**src/logic/acc_num_pkg.sv**
```systemverilog
package acc_num_pkg;

    localparam int unsigned DATA_W     = 32; // Accumulator and result width.
    localparam int unsigned WORD_W     = 16; // Width of one input word.
    localparam int unsigned TAG_W      = 4;
    localparam int unsigned FIFO_DEPTH = 8;

    localparam int unsigned SHIFT_W = 4;
    localparam int unsigned MANT_W  = 8;
    localparam int unsigned RSVD_W  = WORD_W - SHIFT_W - MANT_W;

    typedef logic signed [WORD_W-1:0] addend_t; // Sign-extended to DATA_W when used.

    typedef struct packed {
        logic [RSVD_W-1:0]  rsvd;
        logic [SHIFT_W-1:0] shift;
        logic [MANT_W-1:0]  mant; // Factor value is mant << shift.
    } factor_t;

    // The same input word carries either an addend or a factor.
    typedef union packed {
        addend_t addend;
        factor_t factor;
    } item_word_u;

    typedef struct packed {
        logic       is_factor;
        logic       last;
        item_word_u word;
    } item_t;

    typedef struct packed {
        addend_t          value;
        logic [TAG_W-1:0] tag; // Factors accepted before this addend.
    } tagged_addend_t;

    typedef struct packed {
        factor_t          value;
        logic [TAG_W-1:0] tag;
    } tagged_factor_t;

endpackage

```
**src/logic/acc_pipe_pkg.sv**
```systemverilog
package acc_pipe_pkg;

    localparam int unsigned PIPE_DEPTH = 3; // MAC latency, also the number of slots.
    localparam int unsigned CNT_W      = $clog2(PIPE_DEPTH + 1);

    // Result of the MAC is mul_a * mul_b + add_c.
    typedef struct packed {
        logic                             valid;
        logic [acc_num_pkg::DATA_W-1:0]   mul_a;
        logic [acc_num_pkg::DATA_W-1:0]   mul_b;
        logic [acc_num_pkg::DATA_W-1:0]   add_c;
        logic [acc_num_pkg::TAG_W-1:0]    tag;
    } mac_req_t;

    typedef struct packed {
        logic                             valid;
        logic [acc_num_pkg::DATA_W-1:0]   value;
        logic [acc_num_pkg::TAG_W-1:0]    tag; // Factors already applied to this partial.
    } partial_t;

endpackage

```
**src/logic/tag_fifo.sv**
```systemverilog
`timescale 1ns/1ps

module tag_fifo #(
    parameter int unsigned DEPTH = 8,
    parameter int unsigned WIDTH = 20
) (
    input  logic             clk_i,
    input  logic             rst_ni,
    input  logic             flush_i,
    input  logic             push_i,
    input  logic [WIDTH-1:0] data_i,
    input  logic             pop_i,
    output logic [WIDTH-1:0] data_o,
    output logic             full_o,
    output logic             empty_o
);

    localparam int unsigned PTR_W = $clog2(DEPTH);
    localparam int unsigned CNT_W = $clog2(DEPTH + 1);

    logic [WIDTH-1:0] mem_q [DEPTH];
    logic [PTR_W-1:0] wr_ptr_q;
    logic [PTR_W-1:0] rd_ptr_q;
    logic [CNT_W-1:0] count_q;
    logic             do_push;
    logic             do_pop;

    assign full_o  = (count_q == CNT_W'(DEPTH));
    assign empty_o = (count_q == '0);
    assign do_push = push_i & ~full_o;
    assign do_pop  = pop_i & ~empty_o;
    assign data_o  = mem_q[rd_ptr_q]; // Head is visible without a pop.

    always_ff @(posedge clk_i or negedge rst_ni) begin
        if (!rst_ni) begin
            wr_ptr_q <= '0;
            rd_ptr_q <= '0;
            count_q  <= '0;
        end else if (flush_i) begin
            wr_ptr_q <= '0;
            rd_ptr_q <= '0;
            count_q  <= '0;
        end else begin
            if (do_push) begin
                wr_ptr_q <= (wr_ptr_q == PTR_W'(DEPTH - 1)) ? '0 : wr_ptr_q + 1'b1;
            end
            if (do_pop) begin
                rd_ptr_q <= (rd_ptr_q == PTR_W'(DEPTH - 1)) ? '0 : rd_ptr_q + 1'b1;
            end
            if (do_push != do_pop) begin
                count_q <= do_push ? count_q + 1'b1 : count_q - 1'b1;
            end
        end
    end

    always_ff @(posedge clk_i) begin
        if (do_push) begin
            mem_q[wr_ptr_q] <= data_i;
        end
    end

endmodule

```
**src/logic/acc_intake.sv**
```systemverilog
`timescale 1ns/1ps

module acc_intake (
    input  logic                        clk_i,
    input  logic                        rst_ni,
    input  logic                        in_valid_i,
    input  acc_num_pkg::item_t          in_item_i,
    output logic                        in_ready_o,
    output acc_num_pkg::tagged_addend_t addend_o,
    output logic                        addend_empty_o,
    input  logic                        addend_pop_i,
    output acc_num_pkg::tagged_factor_t factor_o,
    output logic                        factor_empty_o,
    input  logic                        factor_pop_i,
    output logic                        stream_closed_o,
    input  logic                        result_taken_i
);

    logic                            accept;
    logic                            addend_full;
    logic                            factor_full;
    logic [acc_num_pkg::TAG_W-1:0]   tag_q;
    logic                            closed_q;
    acc_num_pkg::tagged_addend_t     addend_in;
    acc_num_pkg::tagged_factor_t     factor_in;

    assign in_ready_o      = ~addend_full & ~factor_full & ~closed_q;
    assign accept          = in_valid_i & in_ready_o;
    assign stream_closed_o = closed_q;

    // Both views of the word are prepared and the item flag picks the FIFO.
    assign addend_in.value = in_item_i.word.addend;
    assign addend_in.tag   = tag_q;
    assign factor_in.value = in_item_i.word.factor;
    assign factor_in.tag   = tag_q; // A factor carries the count before itself.

    always_ff @(posedge clk_i or negedge rst_ni) begin
        if (!rst_ni) begin
            tag_q    <= '0;
            closed_q <= 1'b0;
        end else if (result_taken_i) begin
            tag_q    <= '0; // Next stream counts its factors from zero.
            closed_q <= 1'b0;
        end else if (accept) begin
            if (in_item_i.is_factor) begin
                tag_q <= tag_q + 1'b1;
            end
            if (in_item_i.last) begin
                closed_q <= 1'b1;
            end
        end
    end

    tag_fifo #(
        .DEPTH (acc_num_pkg::FIFO_DEPTH),
        .WIDTH ($bits(acc_num_pkg::tagged_addend_t))
    ) addend_fifo_i (
        .clk_i   (clk_i),
        .rst_ni  (rst_ni),
        .flush_i (result_taken_i),
        .push_i  (accept & ~in_item_i.is_factor),
        .data_i  (addend_in),
        .pop_i   (addend_pop_i),
        .data_o  (addend_o),
        .full_o  (addend_full),
        .empty_o (addend_empty_o)
    );

    tag_fifo #(
        .DEPTH (acc_num_pkg::FIFO_DEPTH),
        .WIDTH ($bits(acc_num_pkg::tagged_factor_t))
    ) factor_fifo_i (
        .clk_i   (clk_i),
        .rst_ni  (rst_ni),
        .flush_i (result_taken_i),
        .push_i  (accept & in_item_i.is_factor),
        .data_i  (factor_in),
        .pop_i   (factor_pop_i),
        .data_o  (factor_o),
        .full_o  (factor_full),
        .empty_o (factor_empty_o)
    );

endmodule

```
**src/logic/acc_issue.sv**
```systemverilog
`timescale 1ns/1ps

module acc_issue (
    input  logic                              clk_i,
    input  logic                              rst_ni,
    input  acc_num_pkg::tagged_addend_t       addend_i,
    input  logic                              addend_empty_i,
    output logic                              addend_pop_o,
    input  acc_num_pkg::tagged_factor_t       factor_i,
    input  logic                              factor_empty_i,
    output logic                              factor_pop_o,
    input  logic                              stream_closed_i,
    input  acc_pipe_pkg::partial_t            ret_i,
    output acc_pipe_pkg::mac_req_t            req_o,
    output logic                              out_valid_o,
    input  logic                              out_ready_i,
    output logic [acc_num_pkg::DATA_W-1:0]    out_sum_o,
    output logic                              result_taken_o
);

    logic [acc_num_pkg::DATA_W-1:0]   addend_val;
    logic [acc_num_pkg::DATA_W-1:0]   factor_val;
    logic                             addend_same_tag;
    logic                             fac_hit;
    logic                             add_hit;
    logic                             start;
    logic                             retire;
    logic                             reduce;
    logic                             drop;
    logic [acc_pipe_pkg::CNT_W-1:0]   live_q;
    logic [acc_pipe_pkg::CNT_W-1:0]   pending_q;
    logic [acc_num_pkg::DATA_W-1:0]   hold_q;
    logic                             out_valid_q;

    assign addend_val = {{(acc_num_pkg::DATA_W - acc_num_pkg::WORD_W)
                          {addend_i.value[acc_num_pkg::WORD_W-1]}},
                         addend_i.value};
    assign factor_val = {{(acc_num_pkg::DATA_W - acc_num_pkg::MANT_W){1'b0}},
                         factor_i.value.mant} << factor_i.value.shift;

    // Addends of the factor's own epoch must be absorbed before that factor is applied.
    assign addend_same_tag = ~addend_empty_i & (addend_i.tag == factor_i.tag);

    assign fac_hit = ret_i.valid & ~factor_empty_i & (ret_i.tag == factor_i.tag) & ~addend_same_tag;
    assign add_hit = ret_i.valid & ~fac_hit & ~addend_empty_i & (ret_i.tag == addend_i.tag);
    assign start   = ~ret_i.valid & ~addend_empty_i & (factor_empty_i | addend_same_tag);
    assign retire  = ~factor_empty_i & (pending_q == '0) & ~addend_same_tag;
    assign reduce  = stream_closed_i & addend_empty_i & factor_empty_i & ~out_valid_q;
    assign drop    = ret_i.valid & reduce;

    assign addend_pop_o   = start | add_hit;
    assign factor_pop_o   = retire;
    assign out_valid_o    = out_valid_q;
    assign out_sum_o      = hold_q;
    assign result_taken_o = out_valid_q & out_ready_i;

    always_comb begin
        req_o.valid = start | (ret_i.valid & ~reduce);
        req_o.mul_a = ret_i.value;
        req_o.mul_b = {{(acc_num_pkg::DATA_W - 1){1'b0}}, 1'b1};
        req_o.add_c = '0;
        req_o.tag   = ret_i.tag;
        if (start) begin
            req_o.mul_a = '0; // A fresh partial is just the addend.
            req_o.mul_b = '0;
            req_o.add_c = addend_val;
            req_o.tag   = addend_i.tag;
        end else if (fac_hit) begin
            req_o.mul_b = factor_val;
            req_o.tag   = ret_i.tag + 1'b1;
        end else if (add_hit) begin
            req_o.add_c = addend_val;
        end
    end

    always_ff @(posedge clk_i or negedge rst_ni) begin
        if (!rst_ni) begin
            live_q    <= '0;
            pending_q <= '0;
        end else if (result_taken_o) begin
            live_q    <= '0;
            pending_q <= '0;
        end else begin
            if (start) begin
                live_q <= live_q + 1'b1;
            end else if (drop) begin
                live_q <= live_q - 1'b1;
            end
            // After a retirement every live partial waits for the next factor.
            if (retire) begin
                pending_q <= live_q;
            end else if (start) begin
                pending_q <= pending_q + 1'b1;
            end else if (fac_hit) begin
                pending_q <= pending_q - 1'b1;
            end
        end
    end

    always_ff @(posedge clk_i or negedge rst_ni) begin
        if (!rst_ni) begin
            hold_q      <= '0;
            out_valid_q <= 1'b0;
        end else if (result_taken_o) begin
            hold_q      <= '0;
            out_valid_q <= 1'b0;
        end else begin
            if (drop) begin
                hold_q <= hold_q + ret_i.value; // Partials fold into the result one by one.
            end
            if (reduce && live_q == '0) begin
                out_valid_q <= 1'b1;
            end
        end
    end

endmodule

```
**src/logic/acc_mac_pipe.sv**
```systemverilog
`timescale 1ns/1ps

module acc_mac_pipe (
    input  logic                    clk_i,
    input  logic                    rst_ni,
    input  acc_pipe_pkg::mac_req_t  req_i,
    output acc_pipe_pkg::partial_t  ret_o
);

    logic                             s1_valid_q;
    logic [acc_num_pkg::DATA_W-1:0]   s1_a_q;
    logic [acc_num_pkg::DATA_W-1:0]   s1_b_q;
    logic [acc_num_pkg::DATA_W-1:0]   s1_c_q;
    logic [acc_num_pkg::TAG_W-1:0]    s1_tag_q;
    logic                             s2_valid_q;
    logic [acc_num_pkg::DATA_W-1:0]   s2_prod_q;
    logic [acc_num_pkg::DATA_W-1:0]   s2_c_q;
    logic [acc_num_pkg::TAG_W-1:0]    s2_tag_q;
    logic                             s3_valid_q;
    logic [acc_num_pkg::DATA_W-1:0]   s3_sum_q;
    logic [acc_num_pkg::TAG_W-1:0]    s3_tag_q;

    always_ff @(posedge clk_i or negedge rst_ni) begin
        if (!rst_ni) begin
            s1_valid_q <= 1'b0;
            s2_valid_q <= 1'b0;
            s3_valid_q <= 1'b0;
        end else begin
            s1_valid_q <= req_i.valid;
            s2_valid_q <= s1_valid_q;
            s3_valid_q <= s2_valid_q;
        end
    end

    always_ff @(posedge clk_i) begin
        s1_a_q    <= req_i.mul_a;
        s1_b_q    <= req_i.mul_b;
        s1_c_q    <= req_i.add_c;
        s1_tag_q  <= req_i.tag;
        s2_prod_q <= s1_a_q * s1_b_q; // Low word only, modulo 2^32.
        s2_c_q    <= s1_c_q;
        s2_tag_q  <= s1_tag_q;
        s3_sum_q  <= s2_prod_q + s2_c_q;
        s3_tag_q  <= s2_tag_q;
    end

    assign ret_o.valid = s3_valid_q;
    assign ret_o.value = s3_sum_q;
    assign ret_o.tag   = s3_tag_q;

endmodule

```
**src/logic/scaled_acc_top.sv**
```systemverilog
`timescale 1ns/1ps

module scaled_acc_top (
    input  logic                             clk_i,
    input  logic                             rst_ni,
    input  logic                             in_valid_i,
    input  acc_num_pkg::item_t               in_item_i,
    output logic                             in_ready_o,
    output logic                             out_valid_o,
    input  logic                             out_ready_i,
    output logic [acc_num_pkg::DATA_W-1:0]   out_sum_o
);

    acc_num_pkg::tagged_addend_t   addend;
    logic                          addend_empty;
    logic                          addend_pop;
    acc_num_pkg::tagged_factor_t   factor;
    logic                          factor_empty;
    logic                          factor_pop;
    logic                          stream_closed;
    logic                          result_taken;
    acc_pipe_pkg::mac_req_t        mac_req;
    acc_pipe_pkg::partial_t        mac_ret;

    acc_intake acc_intake_i (
        .clk_i           (clk_i),
        .rst_ni          (rst_ni),
        .in_valid_i      (in_valid_i),
        .in_item_i       (in_item_i),
        .in_ready_o      (in_ready_o),
        .addend_o        (addend),
        .addend_empty_o  (addend_empty),
        .addend_pop_i    (addend_pop),
        .factor_o        (factor),
        .factor_empty_o  (factor_empty),
        .factor_pop_i    (factor_pop),
        .stream_closed_o (stream_closed),
        .result_taken_i  (result_taken)
    );

    acc_issue acc_issue_i (
        .clk_i           (clk_i),
        .rst_ni          (rst_ni),
        .addend_i        (addend),
        .addend_empty_i  (addend_empty),
        .addend_pop_o    (addend_pop),
        .factor_i        (factor),
        .factor_empty_i  (factor_empty),
        .factor_pop_o    (factor_pop),
        .stream_closed_i (stream_closed),
        .ret_i           (mac_ret),
        .req_o           (mac_req),
        .out_valid_o     (out_valid_o),
        .out_ready_i     (out_ready_i),
        .out_sum_o       (out_sum_o),
        .result_taken_o  (result_taken)
    );

    acc_mac_pipe acc_mac_pipe_i (
        .clk_i  (clk_i),
        .rst_ni (rst_ni),
        .req_i  (mac_req),
        .ret_o  (mac_ret)
    );

endmodule

```
**config.mk**
```make
export PLATFORM = sky130hd
export DESIGN_NAME = scaled_acc_top
export DESIGN_NICKNAME = d
export VERILOG_FILES = /design/src/logic/acc_num_pkg.sv /design/src/logic/acc_pipe_pkg.sv /design/src/logic/tag_fifo.sv /design/src/logic/acc_intake.sv /design/src/logic/acc_issue.sv /design/src/logic/acc_mac_pipe.sv /design/src/logic/scaled_acc_top.sv
export SDC_FILE = /design/constraint.sdc
export NUM_CORES = 2
export LEC_CHECK = 0
export BUFFER_PORTS_ARGS = -buffer_cell sky130_fd_sc_hd__buf_2
export CORE_MARGIN = 2
export CORE_UTILIZATION = 44
export CTS_CLUSTER_SIZE = 16
export DETAILED_ROUTE_END_ITERATION = 8
export PLACE_DENSITY_LB_ADDON = 0.25
export SLEW_MARGIN = 10
export SYNTH_ARGS = -nofsm -noshare
export SYNTH_HDL_FRONTEND = slang
export SYNTH_SLANG_ARGS = --single-unit
```
**constraint.sdc**
```tcl
create_clock -name clk_i -period 8.2 [get_ports clk_i]
set_clock_uncertainty 0.2 [all_clocks]
set_input_delay 0.41 -clock clk_i [delete_from_list [all_inputs] [get_ports clk_i]]
set_output_delay 0.41 -clock clk_i [all_outputs]
set_load 0.02 [all_outputs]
```
# Yosys cells after proc, flatten, opt, wreduce, memory -nomap -nowiden
# Memory sizes are Yosys's and may differ from the RTL's.
# Cells that the tools add are included.
# op_classes
shifts	1
mux	44
n_reduce_logical	21
addsub	16
n_eq_ne	11
mul	1
bitwise	40
# ops
cell	n
2-to-1 mux 32 bit	4
adder 32 bit	2
2-to-1 mux 4 bit	10
2-to-1 mux 3 bit	12
2-to-1 mux 36 bit	1
multiplier 32 x 32 -> 32 bit	1
<< shifter 8 x 4 -> 32 bit	1
AND 1 bit	26
nonzero test 2 bit	11
adder 4 x 1 -> 4 bit (second input constant)	4
2-to-1 mux 2 bit	7
adder 3 x 1 -> 3 bit (second input constant)	4
equality test 3 bit (second input constant)	4
equality test 4 bit	3
inverter 1 bit	11
2-to-1 mux 1 bit	10
equality test 4 bit (second input constant)	2
zero test 4 bit	2
subtractor 4 x 1 -> 4 bit (second input constant)	2
adder 2 x 1 -> 2 bit (second input constant)	2
zero test 2 bit	2
AND reduction 2 bit	2
nonzero test 4 bit	1
subtractor 2 x 1 -> 2 bit (second input constant)	2
other kinds (5)	8
# totals
memories	2
mem_bits_rw	320
register_bits	269
# memory_table
memory	words	word_bits	read_ports	rd_ports_with_merged_regs	write_ports	line	rtl
acc_intake_i.addend_fifo_i.mem_q	8	20	1	0	1	tag_fifo.sv:21	logic [WIDTH-1:0] mem_q [DEPTH];
acc_intake_i.factor_fifo_i.mem_q	8	20	1	0	1	tag_fifo.sv:21	

# Longest topological paths before layout
# depth
ltp_word	14
ltp_mapped	27
ltp_nobuf	25

# By module
# From an unflattened synthesis, not the netlist that was laid out.
# unflattened
cells_unflattened	3375
area_unflattened_um2	39336.5
# by_module_without_submodules
mod	seq_area_each_um2	area_per_inst_um2	cells_each	n_inst
acc_mac_pipe	4159.0	21331.7	2158	1
tag_fifo at acc_intake_i.addend_fifo_i	5054.8	6739.0	313	1
tag_fifo at acc_intake_i.factor_fifo_i	5054.8	6720.2	313	1
acc_issue	925.9	4286.6	562	1
acc_intake	125.1	259.0	29	1

# Worst setup path before layout
# No wires, ideal clock.
# synth_path
path_kind	register -> register
from	register acc_mac_pipe_i.s1_b_q[4] in the netlist's numbering
to	register acc_mac_pipe_i.s2_prod_q[31] in the netlist's numbering
n_path_buf	2
synth_period_minus_slack_ps	7134
path_stages_with_launch	26
setup_slack_ps	1066
required_ps	7875
arrival_time_ps	6809
cell_sequence	dfxtp_1 -> clkbuf_1 -> clkbuf_1 -> and2_1 -> fa_1 -> inv_1 -> fa_1 -> fa_1 -> fa_1 -> inv_1 -> fa_1 -> inv_1 -> fa_1 -> inv_1 -> fa_1 -> fa_1 -> ha_1 -> a21o_1 -> a31o_2 -> a221oi_1 -> o41ai_1 -> a31oi_1 -> a21oi_1 -> a211o_1 -> o31ai_1 -> xnor2_1
# synth_between
elab_chain_cells	1
# synth_lines
item	line	rtl
start, declared	acc_mac_pipe.sv:12	logic [acc_num_pkg::DATA_W-1:0] s1_b_q;
start signal, assigned	acc_mac_pipe.sv:37	s1_b_q <= req_i.mul_b;
multiplier 32 x 32 -> 32 bit	acc_mac_pipe.sv:40	s2_prod_q <= s1_a_q * s1_b_q;
end signal, assigned	acc_mac_pipe.sv:40	
end, declared	acc_mac_pipe.sv:16	logic [acc_num_pkg::DATA_W-1:0] s2_prod_q;
# Every way passes these cells.
# A chain may end at the register's enable or synchronous reset.

# Final worst setup path
# layout_path
from	register acc_mac_pipe_i.s1_b_q[6] in the netlist's numbering
to	register acc_mac_pipe_i.s2_prod_q[31] in the netlist's numbering
# The elaborated chain is that of the path after synthesis.

==> flow_summary.ini <==
[cts]
insertion_delay_ns = 0.61
clkTransAtPathRegs_ns = 0.07
cts_root_buf = clkbuf_16
htree_levels = 2
cts_setup_buffers = 0
cts_tree = yes
cts_sinks = 516
numCtsBuffers = 52
clockBufferDepth = 3

[timing]
fmax_ghz = 0.127
tightest_slew_ns = 1.09
slew_violations = 0
fin_crit_ns = 7.86
finalCritPeriodShare_pct = 95.8
finalSetupTns_ns = 0
setup_viol = 0
finalHoldWorstSlack_ns = 0.0299
hold_viol_final = 0
rsz0062_at_grt = false
relSlewSlack_pct = 27.5

[setup_path]
path_class = reg -> reg
r2r_cells = 24
startpoint = acc_mac_pipe_i.s1_b_q[6]
reg2reg_slack_ns = 0.34
path_max_fanout = 15
end_kind = flop
worstPathRequired_ns = 8.48
worst_r2r_endpoint = acc_mac_pipe_i.s2_prod_q[31]
worstReg2RegStart = acc_mac_pipe_i.s1_b_q[6]
startpoint_type = flop
cp.arrival_ns = 8.14

[floorplan]
ioPinCount = 56
die_area_um2 = 83100
coreArea_um2 = 80300
initial_core_util_pct = 44.3
die_w_um = 288
rows = 104
die_h_um = 288

[yosys]
async_flop_share_pct = 12.6
yosysTopAreaCellShare_pct = 24.3
yosysSeqAreaShare_pct = 38.1
ys_ff_latch = 516
synth-edff-count = 288
ys_types = 78
post_synth.cell_area_avg_um2 = 11.6
yosysWarningCount = 0
synthMostInstantiatedCell = inv_1
yosysTopAreaCell = edfxtp_1
synth.net_count = 3674
netlist_instances = 3074
synth_common_cells = inv_1, fa_1, and2_1, edfxtp_1, nand2_1
syn-cell-area_um2 = 35600
netlist_top_cells_area = edfxtp_1, fa_1, dfxtp_1
synth-main-ff-cell = edfxtp_1

[place]
gp_congestion = 0.907
dpl.hpwl_um = 65600
port_buffers = 55
dp.cells = 4119

[flow_run]
maxCapViolCount = 0

[detailed_routing]
drtIter0Drc = 1268
wl_per_cell_um = 20.1
vias = 22400
drc_errors = 0
wl_um = 85200
ant_nets = 0
avgViaCountPerCell = 5.29
drt_pass1_iterations = 5

[min_path]
min_to = acc_intake_i.factor_fifo_i.mem_q[6][5]
hold_path.class = in -> reg
hold_path_startpoint = in_item_i[1]
holdPathStages = 1

[power]
pwr-share-comb_pct = 53.4
vdd_ir_drop_max_v = 0.000264
p_per_area_nw_per_um2 = 360
seqPwrFrac_pct = 29.1
clkPwrFrac_pct = 17.5
internal_power_mw = 7.96
leakage_nw = 16.8
power.share.switching_pct = 43.4
p_sw_mw = 6.11

[layout]
syn_to_final_growth_pct = 9.91
finalNetCount = 3724
final_util_pct = 48.7
n_fill_cell = 7025
drive_above_1_share_pct = 10.1
layoutNonFillerInstCount = 4228

[global_routing]
grt_max_degree = 66
grt_overflow = 0
track_usage_pct = 21.4
grt_pass1_wl_um = 138000
grt_pass1_vias = 24600
antenna_found_initial = 3

[status]
outcome = finished clean
==> routing by layer <==
| metal | track usage (%) | vias up | wire length [um] |
|---|---|---|---|
| met3 | 3.40 | 109 | 4690 |
| li1 | - | 10200 | - |
| met5 | 0 | - | 24 |
| met4 | 5.04 | 4 | 1900 |
| met2 | 36.4 | 499 | 41300 |
| met1 | 28.7 | 11500 | 37300 |
==> worst max path at each step <==
stage | end | slack [ns] | cells past startpoint
floorplan | acc_mac_pipe_i.s2_prod_q[31] | 1.07 | 25
global placement | acc_mac_pipe_i.s2_prod_q[31] | 0.50 | 23
detailed placement | acc_mac_pipe_i.s2_prod_q[31] | 0.35 | 23
CTS | acc_mac_pipe_i.s2_prod_q[31] | 0.28 | 23
global route | acc_mac_pipe_i.s2_prod_q[31] | 0.03 | 24
finish | acc_mac_pipe_i.s2_prod_q[31] | 0.34 | 24
==> repair_timing <==
item | 4_1_cts | 5_1_grt
endpoints found under the hold margin | 113 | 0
resized for setup | 0 | 2
hold buffers | 11 | 0
setup endpoints to repair | 0 | 1
==> placed cells by master, fill, tap and decap left out, types with 7 or more instances in the layout <==
cell type and count:
mux4_2 72, o21bai_1 12, nand3_1 58, and2_1 321
clkbuf_1 11, clkbuf_16 53, dlygate4sd3_1 11, and3_1 7
a21oi_1 92, mux2_2 7, mux2i_1 44, xnor2_1 99
fa_1 383, clkinv_2 9, nor2_1 112, a211oi_1 13
o21ai_0 62, nor2b_1 10, o21a_1 19, dfxtp_1 161
nand2_1 276, or3_1 10, nor3_1 24, a21o_1 30
nand2b_1 13, o31ai_1 10, buf_4 63, inv_1 389
nand4_1 10, edfxtp_1 288, a31oi_1 10, dfrtp_1 63
clkbuf_8 11, buf_2 54, o211ai_1 10, ha_1 195
xor2_1 44
==> flip-flops by register name, summed over array words and instances (netlist names), 16 cells and up <==
name and cells:
acc_mac_pipe_i.s2_c_q 16, acc_intake_i.addend_fifo_i.mem_q 160, acc_issue_i.out_sum_o 32, acc_mac_pipe_i.s3_sum_q 32
acc_mac_pipe_i.s1_a_q 32, acc_intake_i.factor_fifo_i.mem_q 128, acc_mac_pipe_i.s1_b_q 23, acc_mac_pipe_i.s1_c_q 16
acc_mac_pipe_i.s2_prod_q 32
==> power by group through the flow <==
stage | combinational (mW) | sequential (mW) | clock [mW]
floorplan | 5.50 | 3.74 | 0
global placement | 7.32 | 4.13 | 0
detailed placement | 7.45 | 4.14 | 0
CTS | 7.58 | 4.10 | 2.52
global route | 8.42 | 4.18 | 2.61
finish | 7.52 | 4.10 | 2.46
==> cells by family after synthesis <==
kind of cell	synth area share, %
and+or+nand+nor	12.5
xor gates and xnor gates	3.57
AOI/OAI and AO/OA	5.58
muxes	6.25
buffers and inverters	5.65
DFF	38.1
adders and majority gates	28.4
==> through the flow <==
step                      worst slack (ns)  total power, mW  area (um^2)
after floorplan                       1.07             9.24        35600
after global placement               0.495             11.4        37200
after detailed placement             0.353             11.6        37200
after CTS                            0.279             14.2        39100
after global routing                0.0266             15.2        39100
final                                0.343             14.1        39100
==> critical path: stages (launching register included) <==
cell and delay (ns):
dfxtp_1 0.60, buf_4 0.25, and2_1 0.16, fa_1 0.44
fa_1 0.44, fa_1 0.55, inv_1 0.05, fa_1 0.48
inv_1 0.05, fa_1 0.49, inv_1 0.05, fa_1 0.55
inv_1 0.05, fa_1 0.47, fa_1 0.39, ha_1 0.38
a21o_1 0.21, a31o_2 0.21, a221oi_1 0.29, o41ai_1 0.19
a31oi_1 0.36, a21oi_1 0.15, a211o_1 0.35, o31ai_1 0.25
xnor2_1 0.11
==> cell type report <==
type	count	area (um^2)	area share, %
diodes	1	2.50	0.00640
well taps	1060	1330	3.39
inverters	391	1470	3.75
clock inverters	22	268	0.685
clock buffers	75	1520	3.89
multi-input cells	2035	20100	51.5
flip-flops and latches	516	13500	34.6
repair buffers	128	853	2.18
Note: power is estimated with default switching activity, not from simulation.
